[config.mk]
export PLATFORM = sky130hd
export DESIGN_NAME = stream_pairer_top
export DESIGN_NICKNAME = d
export VERILOG_FILES = /design/src/pairer_pkg.sv /design/src/fifo_if.sv /design/src/sync_fifo.sv /design/src/frame_packer.sv /design/src/apb_regs.sv /design/src/stream_pairer_top.sv
export SDC_FILE = /design/constraint.sdc
export NUM_CORES = 1
export LEC_CHECK = 0
export BUFFER_PORTS_ARGS = -buffer_cell sky130_fd_sc_hd__buf_2
export CORE_MARGIN = 2
export CORE_UTILIZATION = 50
export DETAILED_ROUTE_END_ITERATION = 10
export PLACE_DENSITY_LB_ADDON = 0.12
export SYNTH_ARGS = -nofsm -noshare
export SYNTH_HDL_FRONTEND = slang
export SYNTH_SLANG_ARGS = --single-unit
[constraint.sdc]
create_clock -name clk -period 3.95 [get_ports clk]
set_input_delay 0.79 -clock clk [delete_from_list [all_inputs] [get_ports clk]]
set_output_delay 0.79 -clock clk [all_outputs]
set_load 0.02 [all_outputs]
[src/pairer_pkg.sv]
`default_nettype none

package pairer_pkg;

  typedef logic [15:0] sample_t;
  typedef logic [7:0]  marker_t;

  typedef struct packed {
    marker_t marker;  // upper byte
    sample_t sample;
  } frame_t;

  localparam int FIFO_DEPTH_BITS        = 4;
  localparam int FIFO_ALMOSTFULL_LEVEL  = 2 ** FIFO_DEPTH_BITS - 4;
  localparam int FIFO_ALMOSTEMPTY_LEVEL = 2;

  localparam logic [3:0] ADDR_STATUS = 4'h0;
  localparam logic [3:0] ADDR_FRAME  = 4'h4;
  localparam logic [3:0] ADDR_COUNT  = 4'h8;
  localparam logic [3:0] ADDR_CTRL   = 4'hc;

  localparam int ST_FRAME_READY = 0;
  localparam int ST_SMP_EMPTY   = 1;
  localparam int ST_SMP_AEMPTY  = 2;
  localparam int ST_SMP_AFULL   = 3;
  localparam int ST_SMP_FULL    = 4;
  localparam int ST_MRK_EMPTY   = 5;
  localparam int ST_MRK_AEMPTY  = 6;
  localparam int ST_MRK_AFULL   = 7;
  localparam int ST_MRK_FULL    = 8;
  localparam int ST_SMP_OVF     = 9;
  localparam int ST_MRK_OVF     = 10;

  localparam int CTRL_CLR_SMP_OVF = 0;
  localparam int CTRL_CLR_MRK_OVF = 1;

  localparam int COUNT_SMP_LSB = 0;   // bits 8..0
  localparam int COUNT_MRK_LSB = 16;  // bits 24..16
  localparam int COUNT_FIELD_W = 9;

endpackage

`default_nettype wire

[src/fifo_if.sv]
`timescale 1ns/1ps
`default_nettype none

interface fifo_if #(
  parameter type payload_t      = logic [7:0],
  parameter int FIFO_DEPTH_BITS = pairer_pkg::FIFO_DEPTH_BITS
) ();

  logic                     pop;
  payload_t                 data;
  logic                     data_valid;
  logic                     empty;
  logic                     almostempty;
  logic                     almostfull;
  logic                     full;
  logic [FIFO_DEPTH_BITS:0] count;  // one wider than the pointers

  modport reader (
    output pop,
    input  data, data_valid,
    input  empty, almostempty, almostfull, full, count
  );

  modport fifo (
    input  pop,
    output data, data_valid,
    output empty, almostempty, almostfull, full, count
  );

  // status only, for the register block
  modport monitor (
    input empty, almostempty, almostfull, full, count
  );

endinterface

`default_nettype wire

[src/sync_fifo.sv]
`timescale 1ns/1ps
`default_nettype none

module sync_fifo #(
  parameter type payload_t      = pairer_pkg::sample_t,
  parameter int FIFO_DEPTH_BITS = pairer_pkg::FIFO_DEPTH_BITS
) (
  input  logic     clk,
  input  logic     rst,
  input  logic     push,
  input  payload_t din,
  fifo_if.fifo     rd,
  output logic     drop
);
  import pairer_pkg::*;

  typedef logic [FIFO_DEPTH_BITS-1:0] ptr_t;
  typedef logic [FIFO_DEPTH_BITS:0]   cnt_t;

  // almost-full sits the same distance below the top at any depth
  localparam int   AF_MARGIN = 2 ** pairer_pkg::FIFO_DEPTH_BITS - FIFO_ALMOSTFULL_LEVEL;
  localparam cnt_t DEPTH     = cnt_t'(2 ** FIFO_DEPTH_BITS);
  localparam cnt_t AF_LEVEL  = cnt_t'(2 ** FIFO_DEPTH_BITS - AF_MARGIN);
  localparam cnt_t AE_LEVEL  = cnt_t'(FIFO_ALMOSTEMPTY_LEVEL);

  payload_t mem [0:2 ** FIFO_DEPTH_BITS - 1];
  ptr_t     rp;
  ptr_t     wp;
  cnt_t     count;
  logic     empty;
  logic     almostempty;
  logic     almostfull;
  logic     full;
  logic     push_ok;
  logic     pop_ok;
  payload_t dout;
  logic     valid;

  assign push_ok = push && !full;
  assign pop_ok  = rd.pop && !empty;
  assign drop    = push && full;  // lost write

  always_ff @(posedge clk) begin
    if (rst) begin
      rp          <= '0;
      wp          <= '0;
      count       <= '0;
      empty       <= 1'b1;
      almostempty <= 1'b1;
      almostfull  <= 1'b0;
      full        <= 1'b0;
    end else begin
      case ({push_ok, pop_ok})
        2'b11: begin
          rp <= rp + 1'b1;  // count and flags hold
          wp <= wp + 1'b1;
        end
        2'b10: begin
          wp    <= wp + 1'b1;
          count <= count + 1'b1;
          empty <= 1'b0;
          if (count == AE_LEVEL - 1'b1) begin
            almostempty <= 1'b0;
          end
          if (count == AF_LEVEL - 1'b1) begin
            almostfull <= 1'b1;
          end
          if (count == DEPTH - 1'b1) begin
            full <= 1'b1;
          end
        end
        2'b01: begin
          rp    <= rp + 1'b1;
          count <= count - 1'b1;
          full  <= 1'b0;
          if (count == AF_LEVEL) begin
            almostfull <= 1'b0;
          end
          if (count == AE_LEVEL) begin
            almostempty <= 1'b1;
          end
          if (count == 1) begin
            empty <= 1'b1;
          end
        end
        default: begin
        end
      endcase
    end
  end

  always_ff @(posedge clk) begin
    if (push_ok) begin
      mem[wp] <= din;
    end
    if (pop_ok) begin
      dout <= mem[rp];  // registered read port
    end
  end

  always_ff @(posedge clk) begin
    if (rst) begin
      valid <= 1'b0;
    end else begin
      valid <= pop_ok;
    end
  end

  assign rd.data        = dout;
  assign rd.data_valid  = valid;
  assign rd.empty       = empty;
  assign rd.almostempty = almostempty;
  assign rd.almostfull  = almostfull;
  assign rd.full        = full;
  assign rd.count       = count;

  a_count_bound: assert property (@(posedge clk) disable iff (rst) count <= DEPTH)
    else $error("fifo count above depth");

  a_empty_zero: assert property (@(posedge clk) disable iff (rst) empty |-> count == '0)
    else $error("fifo empty with entries held");

endmodule

`default_nettype wire

[src/frame_packer.sv]
`timescale 1ns/1ps
`default_nettype none

module frame_packer (
  input  logic               clk,
  input  logic               rst,
  fifo_if.reader             smp,
  fifo_if.reader             mrk,
  input  logic               frame_take,
  output pairer_pkg::frame_t frame,
  output logic               frame_ready
);
  import pairer_pkg::*;

  logic start;
  logic in_flight;
  logic pair_valid;

  // both sides must have an entry, and the holding slot must be free
  assign start = !smp.empty && !mrk.empty && !frame_ready && !in_flight && !frame_take;

  assign smp.pop = start;
  assign mrk.pop = start;

  assign pair_valid = smp.data_valid && mrk.data_valid;

  always_ff @(posedge clk) begin
    if (rst) begin
      in_flight <= 1'b0;
    end else if (start) begin
      in_flight <= 1'b1;
    end else if (pair_valid) begin
      in_flight <= 1'b0;  // data is back
    end
  end

  always_ff @(posedge clk) begin
    if (rst) begin
      frame_ready <= 1'b0;
    end else if (pair_valid) begin
      frame_ready <= 1'b1;
    end else if (frame_take) begin
      frame_ready <= 1'b0;
    end
  end

  always_ff @(posedge clk) begin
    if (pair_valid) begin
      frame.marker <= mrk.data;
      frame.sample <= smp.data;
    end
  end

  a_valid_paired: assert property (
    @(posedge clk) disable iff (rst) smp.data_valid == mrk.data_valid
  ) else $error("sample and marker returned in different cycles");

  // a pair popped while a frame is held would land on top of it
  a_no_return_held: assert property (
    @(posedge clk) disable iff (rst) frame_ready |-> !smp.data_valid && !mrk.data_valid
  ) else $error("pair returned while a frame is held");

  a_pop_returns: assert property (
    @(posedge clk) disable iff (rst) start |=> pair_valid ##1 frame_ready
  ) else $error("popped pair did not reach the frame register");

endmodule

`default_nettype wire

[src/apb_regs.sv]
`timescale 1ns/1ps
`default_nettype none

module apb_regs (
  input  logic               clk,
  input  logic               rst,
  input  logic               psel,
  input  logic               penable,
  input  logic               pwrite,
  input  logic [3:0]         paddr,
  input  logic [31:0]        pwdata,
  output logic [31:0]        prdata,
  output logic               pready,
  output logic               pslverr,
  input  pairer_pkg::frame_t frame,
  input  logic               frame_ready,
  output logic               frame_take,
  fifo_if.monitor            smp,
  fifo_if.monitor            mrk,
  input  logic               sample_drop,
  input  logic               marker_drop
);
  import pairer_pkg::*;

  logic        access;
  logic        rd_acc;
  logic        wr_acc;
  logic        clr_smp;
  logic        clr_mrk;
  logic        smp_ovf;
  logic        mrk_ovf;
  logic [31:0] status_word;
  logic [31:0] count_word;

  assign access = psel && penable;
  assign rd_acc = access && !pwrite;
  assign wr_acc = access && pwrite;
  assign pready = 1'b1;  // zero wait states

  assign frame_take = rd_acc && (paddr == ADDR_FRAME) && frame_ready;

  assign clr_smp = wr_acc && (paddr == ADDR_CTRL) && pwdata[CTRL_CLR_SMP_OVF];
  assign clr_mrk = wr_acc && (paddr == ADDR_CTRL) && pwdata[CTRL_CLR_MRK_OVF];

  // a drop in the same cycle as a clear wins
  always_ff @(posedge clk) begin
    if (rst) begin
      smp_ovf <= 1'b0;
      mrk_ovf <= 1'b0;
    end else begin
      smp_ovf <= sample_drop || (smp_ovf && !clr_smp);
      mrk_ovf <= marker_drop || (mrk_ovf && !clr_mrk);
    end
  end

  always_comb begin
    status_word                 = '0;
    status_word[ST_FRAME_READY] = frame_ready;
    status_word[ST_SMP_EMPTY]   = smp.empty;
    status_word[ST_SMP_AEMPTY]  = smp.almostempty;
    status_word[ST_SMP_AFULL]   = smp.almostfull;
    status_word[ST_SMP_FULL]    = smp.full;
    status_word[ST_MRK_EMPTY]   = mrk.empty;
    status_word[ST_MRK_AEMPTY]  = mrk.almostempty;
    status_word[ST_MRK_AFULL]   = mrk.almostfull;
    status_word[ST_MRK_FULL]    = mrk.full;
    status_word[ST_SMP_OVF]     = smp_ovf;
    status_word[ST_MRK_OVF]     = mrk_ovf;
  end

  always_comb begin
    count_word = '0;
    count_word[COUNT_SMP_LSB +: COUNT_FIELD_W] = COUNT_FIELD_W'(smp.count);
    count_word[COUNT_MRK_LSB +: COUNT_FIELD_W] = COUNT_FIELD_W'(mrk.count);
  end

  // writes to read-only registers are ignored
  always_comb begin
    prdata  = '0;
    pslverr = 1'b0;
    if (access) begin
      case (paddr)
        ADDR_STATUS: begin
          if (!pwrite) begin
            prdata = status_word;
          end
        end
        ADDR_FRAME: begin
          if (!pwrite) begin
            if (frame_ready) begin
              prdata = {8'h00, frame};
            end else begin
              pslverr = 1'b1;  // nothing held
            end
          end
        end
        ADDR_COUNT: begin
          if (!pwrite) begin
            prdata = count_word;
          end
        end
        ADDR_CTRL: begin
          if (!pwrite) begin
            prdata = {30'd0, mrk_ovf, smp_ovf};  // sticky bits in clear positions
          end
        end
        default: begin
          pslverr = 1'b1;
        end
      endcase
    end
  end

endmodule

`default_nettype wire

[src/stream_pairer_top.sv]
`timescale 1ns/1ps
`default_nettype none

module stream_pairer_top (
  input  logic                clk,
  input  logic                rst,
  input  logic                sample_we,
  input  pairer_pkg::sample_t sample_din,
  input  logic                marker_we,
  input  pairer_pkg::marker_t marker_din,
  input  logic                psel,
  input  logic                penable,
  input  logic                pwrite,
  input  logic [3:0]          paddr,
  input  logic [31:0]         pwdata,
  output logic [31:0]         prdata,
  output logic                pready,
  output logic                pslverr
);
  import pairer_pkg::*;

  frame_t frame;
  logic   frame_ready;
  logic   frame_take;
  logic   sample_drop;
  logic   marker_drop;

  fifo_if #(.payload_t(sample_t), .FIFO_DEPTH_BITS(FIFO_DEPTH_BITS)) sample_if ();
  fifo_if #(.payload_t(marker_t), .FIFO_DEPTH_BITS(FIFO_DEPTH_BITS)) marker_if ();

  sync_fifo #(
    .payload_t      (sample_t),
    .FIFO_DEPTH_BITS(FIFO_DEPTH_BITS)
  ) i_sample_fifo (
    .clk (clk),
    .rst (rst),
    .push(sample_we),
    .din (sample_din),
    .rd  (sample_if),
    .drop(sample_drop)
  );

  sync_fifo #(
    .payload_t      (marker_t),
    .FIFO_DEPTH_BITS(FIFO_DEPTH_BITS)
  ) i_marker_fifo (
    .clk (clk),
    .rst (rst),
    .push(marker_we),
    .din (marker_din),
    .rd  (marker_if),
    .drop(marker_drop)
  );

  frame_packer i_packer (
    .clk        (clk),
    .rst        (rst),
    .smp        (sample_if),
    .mrk        (marker_if),
    .frame_take (frame_take),
    .frame      (frame),
    .frame_ready(frame_ready)
  );

  apb_regs i_regs (
    .clk        (clk),
    .rst        (rst),
    .psel       (psel),
    .penable    (penable),
    .pwrite     (pwrite),
    .paddr      (paddr),
    .pwdata     (pwdata),
    .prdata     (prdata),
    .pready     (pready),
    .pslverr    (pslverr),
    .frame      (frame),
    .frame_ready(frame_ready),
    .frame_take (frame_take),
    .smp        (sample_if),
    .mrk        (marker_if),
    .sample_drop(sample_drop),
    .marker_drop(marker_drop)
  );

endmodule

`default_nettype wire

==> reports/metrics.yaml <==
yosysWarnings: 0
fmax_mhz: 319.6
hp-class: "register to register"
io_pins: 101
rows: 71
cts_buffers: 48
area_growth_pct: 12.50
synth_area_mm2: 0.01907
syn_inst: 1114
synth.area.top_cells: "edfxtp_1 (68%), mux4_2 (5.7%), mux2i_1 (5.1%), dfxtp_1 (4.2%), a221oi_1 (2.3%)"
startpoint_type: "input pin"
yosys.area.top_type: "edfxtp_1"
die_h_um: 199.3
cts.sinks: 472
period_share: 0.7922
wl_um: 38840
crit_path_end_kind: "output port"
worstSetupPathType: "input pin to output port"
gp_congestion: 0.7892
cts-root-buf: "clkbuf_16"
finish.utilization: 0.5710
skew_ps: 16.00
h-tree-depth: 2
ir_drop_mv: 0.3329
viasPerCell: 5.591
synth-main-ff-cell: "edfxtp_1"
fin_tns_setup_ps: 0
status: "finished clean"
slowest_delay_ps: 610
nNetsFinal: 1290
synth_top_area_share: 0.6801
setup_viol: 0
power.density_mw_per_mm2: 495.3
syn_avg_cell_area_um2: 17.12
clkSlewWorstSetupHoldPaths_ps: 60
ctsHoldBuffers: 0
hold_viol_final: 0
slew_viol_final: 0
max-cap-violations: 0
core-area_mm2: 0.03758
synth-edff-count: 432
synth_async_sr_flop_share: 0
worst_slack_ps: 820.8
worstPathRequired_ps: 3160
crit_path_frequent_cell: "buf_2"
cts_resized: 0
post_cts_buffers: 0
rsz0062_at_grt: "no"
yosysSeqAreaShare: 0.7221
overflow: 0
cts.path.max_buffers: 3
antenna_found_initial: 2
clock_latency_ps: 590
wl_per_cell_um: 22.24
track_usage: 0.1997
layout-drive-gt1-share: 0.1995
first_global_vias: 9477
start_util: 0.5076
hpwl_um: 23140
ys_types: 59
drtAntennaViolNets: 0
grt_max_degree: 52
grt_pass1_wl_um: 58080
drtPass1Iterations: 5
pre_cts_slack_ps: 780.6
post-route-drc-count: 0
die-area_mm2: 0.03973
cpMaxStageDelayCell: "and4b_1"
leakagePower_nw: 6.955
worst-path-max-fanout: 15
die_w_um: 199.3
path_cells: "buf_2, nor3_2, and4b_1, a22oi_1, nor2_1, buf_2"
min_period_ps: 3129
worstPathArrival_ps: 2340
cts_tree: "built"
portBuffers: 61
max_slew_margin: 0.3037
ys_ff_latch: 472
worstMarginPinSlew_ps: 1043
drt-initial-drc-count: 596
vias: 9762
[placed cells by master (no fill, tap or decap), drive strengths merged, types with 8 or more instances in the layout]
cell type and instances:
mux4 48, a211oi 9, edfxtp 432, ha 28, a22oi 40, and2 11, nand2 47, xor2 8
nor3 13, nor2 73, a221oi 51, buf 97, clkinv 20, clkbuf 62, mux2i 98, xnor2 8
nand2b 9, conb 9, a21oi 18, dfxtp 40, o21ai 32, inv 25
[cell type report]
class	instances	area [um2]
clock inverter	26	245.2
sequential	472	13780
inverter	24	102.6
multi-input combinational	552	4790
antenna	2	5.005
clock buffer	62	1284
fill	2921	16120
tap	511	639.4
timing repair buffer	97	613.1
[worst paths after layout]
path	from	endpoint	slack, ps	cells after the start
min reg2reg	i_sample_fifo.rd.data[4]	i_packer.frame[4]	420	0
max	pwrite	prdata[9]	820	6
max reg2reg	i_sample_fifo.rd.empty	i_marker_fifo.rd.count[3]	1160	7
min	i_sample_fifo.rd.data[4]	i_packer.frame[4]	420	0
[cells by family (layout without fill, tap and decap cells)]
family,after synthesis,count (layout),synth area share
other,2,11,0.0003937
and+or+nand+nor,188,188,0.04965
buffers and inverters,97,209,0.03096
DFF,472,472,0.7221
muxes,151,151,0.1111
xor gates and xnor gates,16,16,0.007347
AOI/OAI and AO/OA,160,160,0.06015
adders and majority gates,28,28,0.01837
[synthesized netlist by cell type (19+ instances only)]
cell	n
dfxtp_1	40
o21ai_0	31
a221oi_1	51
mux2i_1	98
mux4_2	48
buf_2	19
a22oi_1	40
nor2_1	71
buf_4	21
ha_1	28
inv_1	21
nand2_1	45
edfxtp_1	432
[layer usage]
| layer | routed length [um] | share of wire | global-route usage |
|---|---|---|---|
| met5 | 12 | 0.00031 | 0 |
| met4 | 879 | 0.023 | 0.05832 |
| met3 | 1749 | 0.045 | 0.03797 |
| met2 | 19330 | 0.50 | 0.3338 |
| met1 | 16870 | 0.43 | 0.2683 |
[where the power goes]
group | switching (W) | internal (W)
logic | 0.000360 | 0.000249
clock network | 0.00184 | 0.00256
registers | 0.0000623 | 0.00556
total | 0.00227 | 0.00836
[metrics by stage]
stage / cell area, um2 / cells / hold slack, ps / power (W)
after floorplan: 19100 / 1121 / 400.3 / 0.006140
after global placement: 19920 / 1656 / 404.4 / 0.006327
after detailed placement: 19920 / 1656 / 404.5 / 0.006340
after CTS: 21450 / 1744 / 417.8 / 0.01074
after global routing: 21460 / 1745 / 424.5 / 0.01100
final: 21460 / 1746 / 417.0 / 0.01063
[worst max-delay path, delay by kind of cell]
family,cells,cell delay (ps)
compound gates,1,230
simple gates,3,1000
buf+inv,2,320
[flip-flops by register name (all words and copies together), names as in the netlist, 4 cells and up]
name,count
i_marker_fifo.wp,4
i_sample_fifo.rd.data,16
i_packer.frame,24
i_sample_fifo.wp,4
i_sample_fifo.mem,256
i_marker_fifo.rp,4
i_marker_fifo.rd.data,8
i_marker_fifo.rd.count,5
i_sample_fifo.rp,4
i_marker_fifo.mem,128
i_sample_fifo.rd.count,5
No activity file was read; power rests on OpenSTA's default activity.
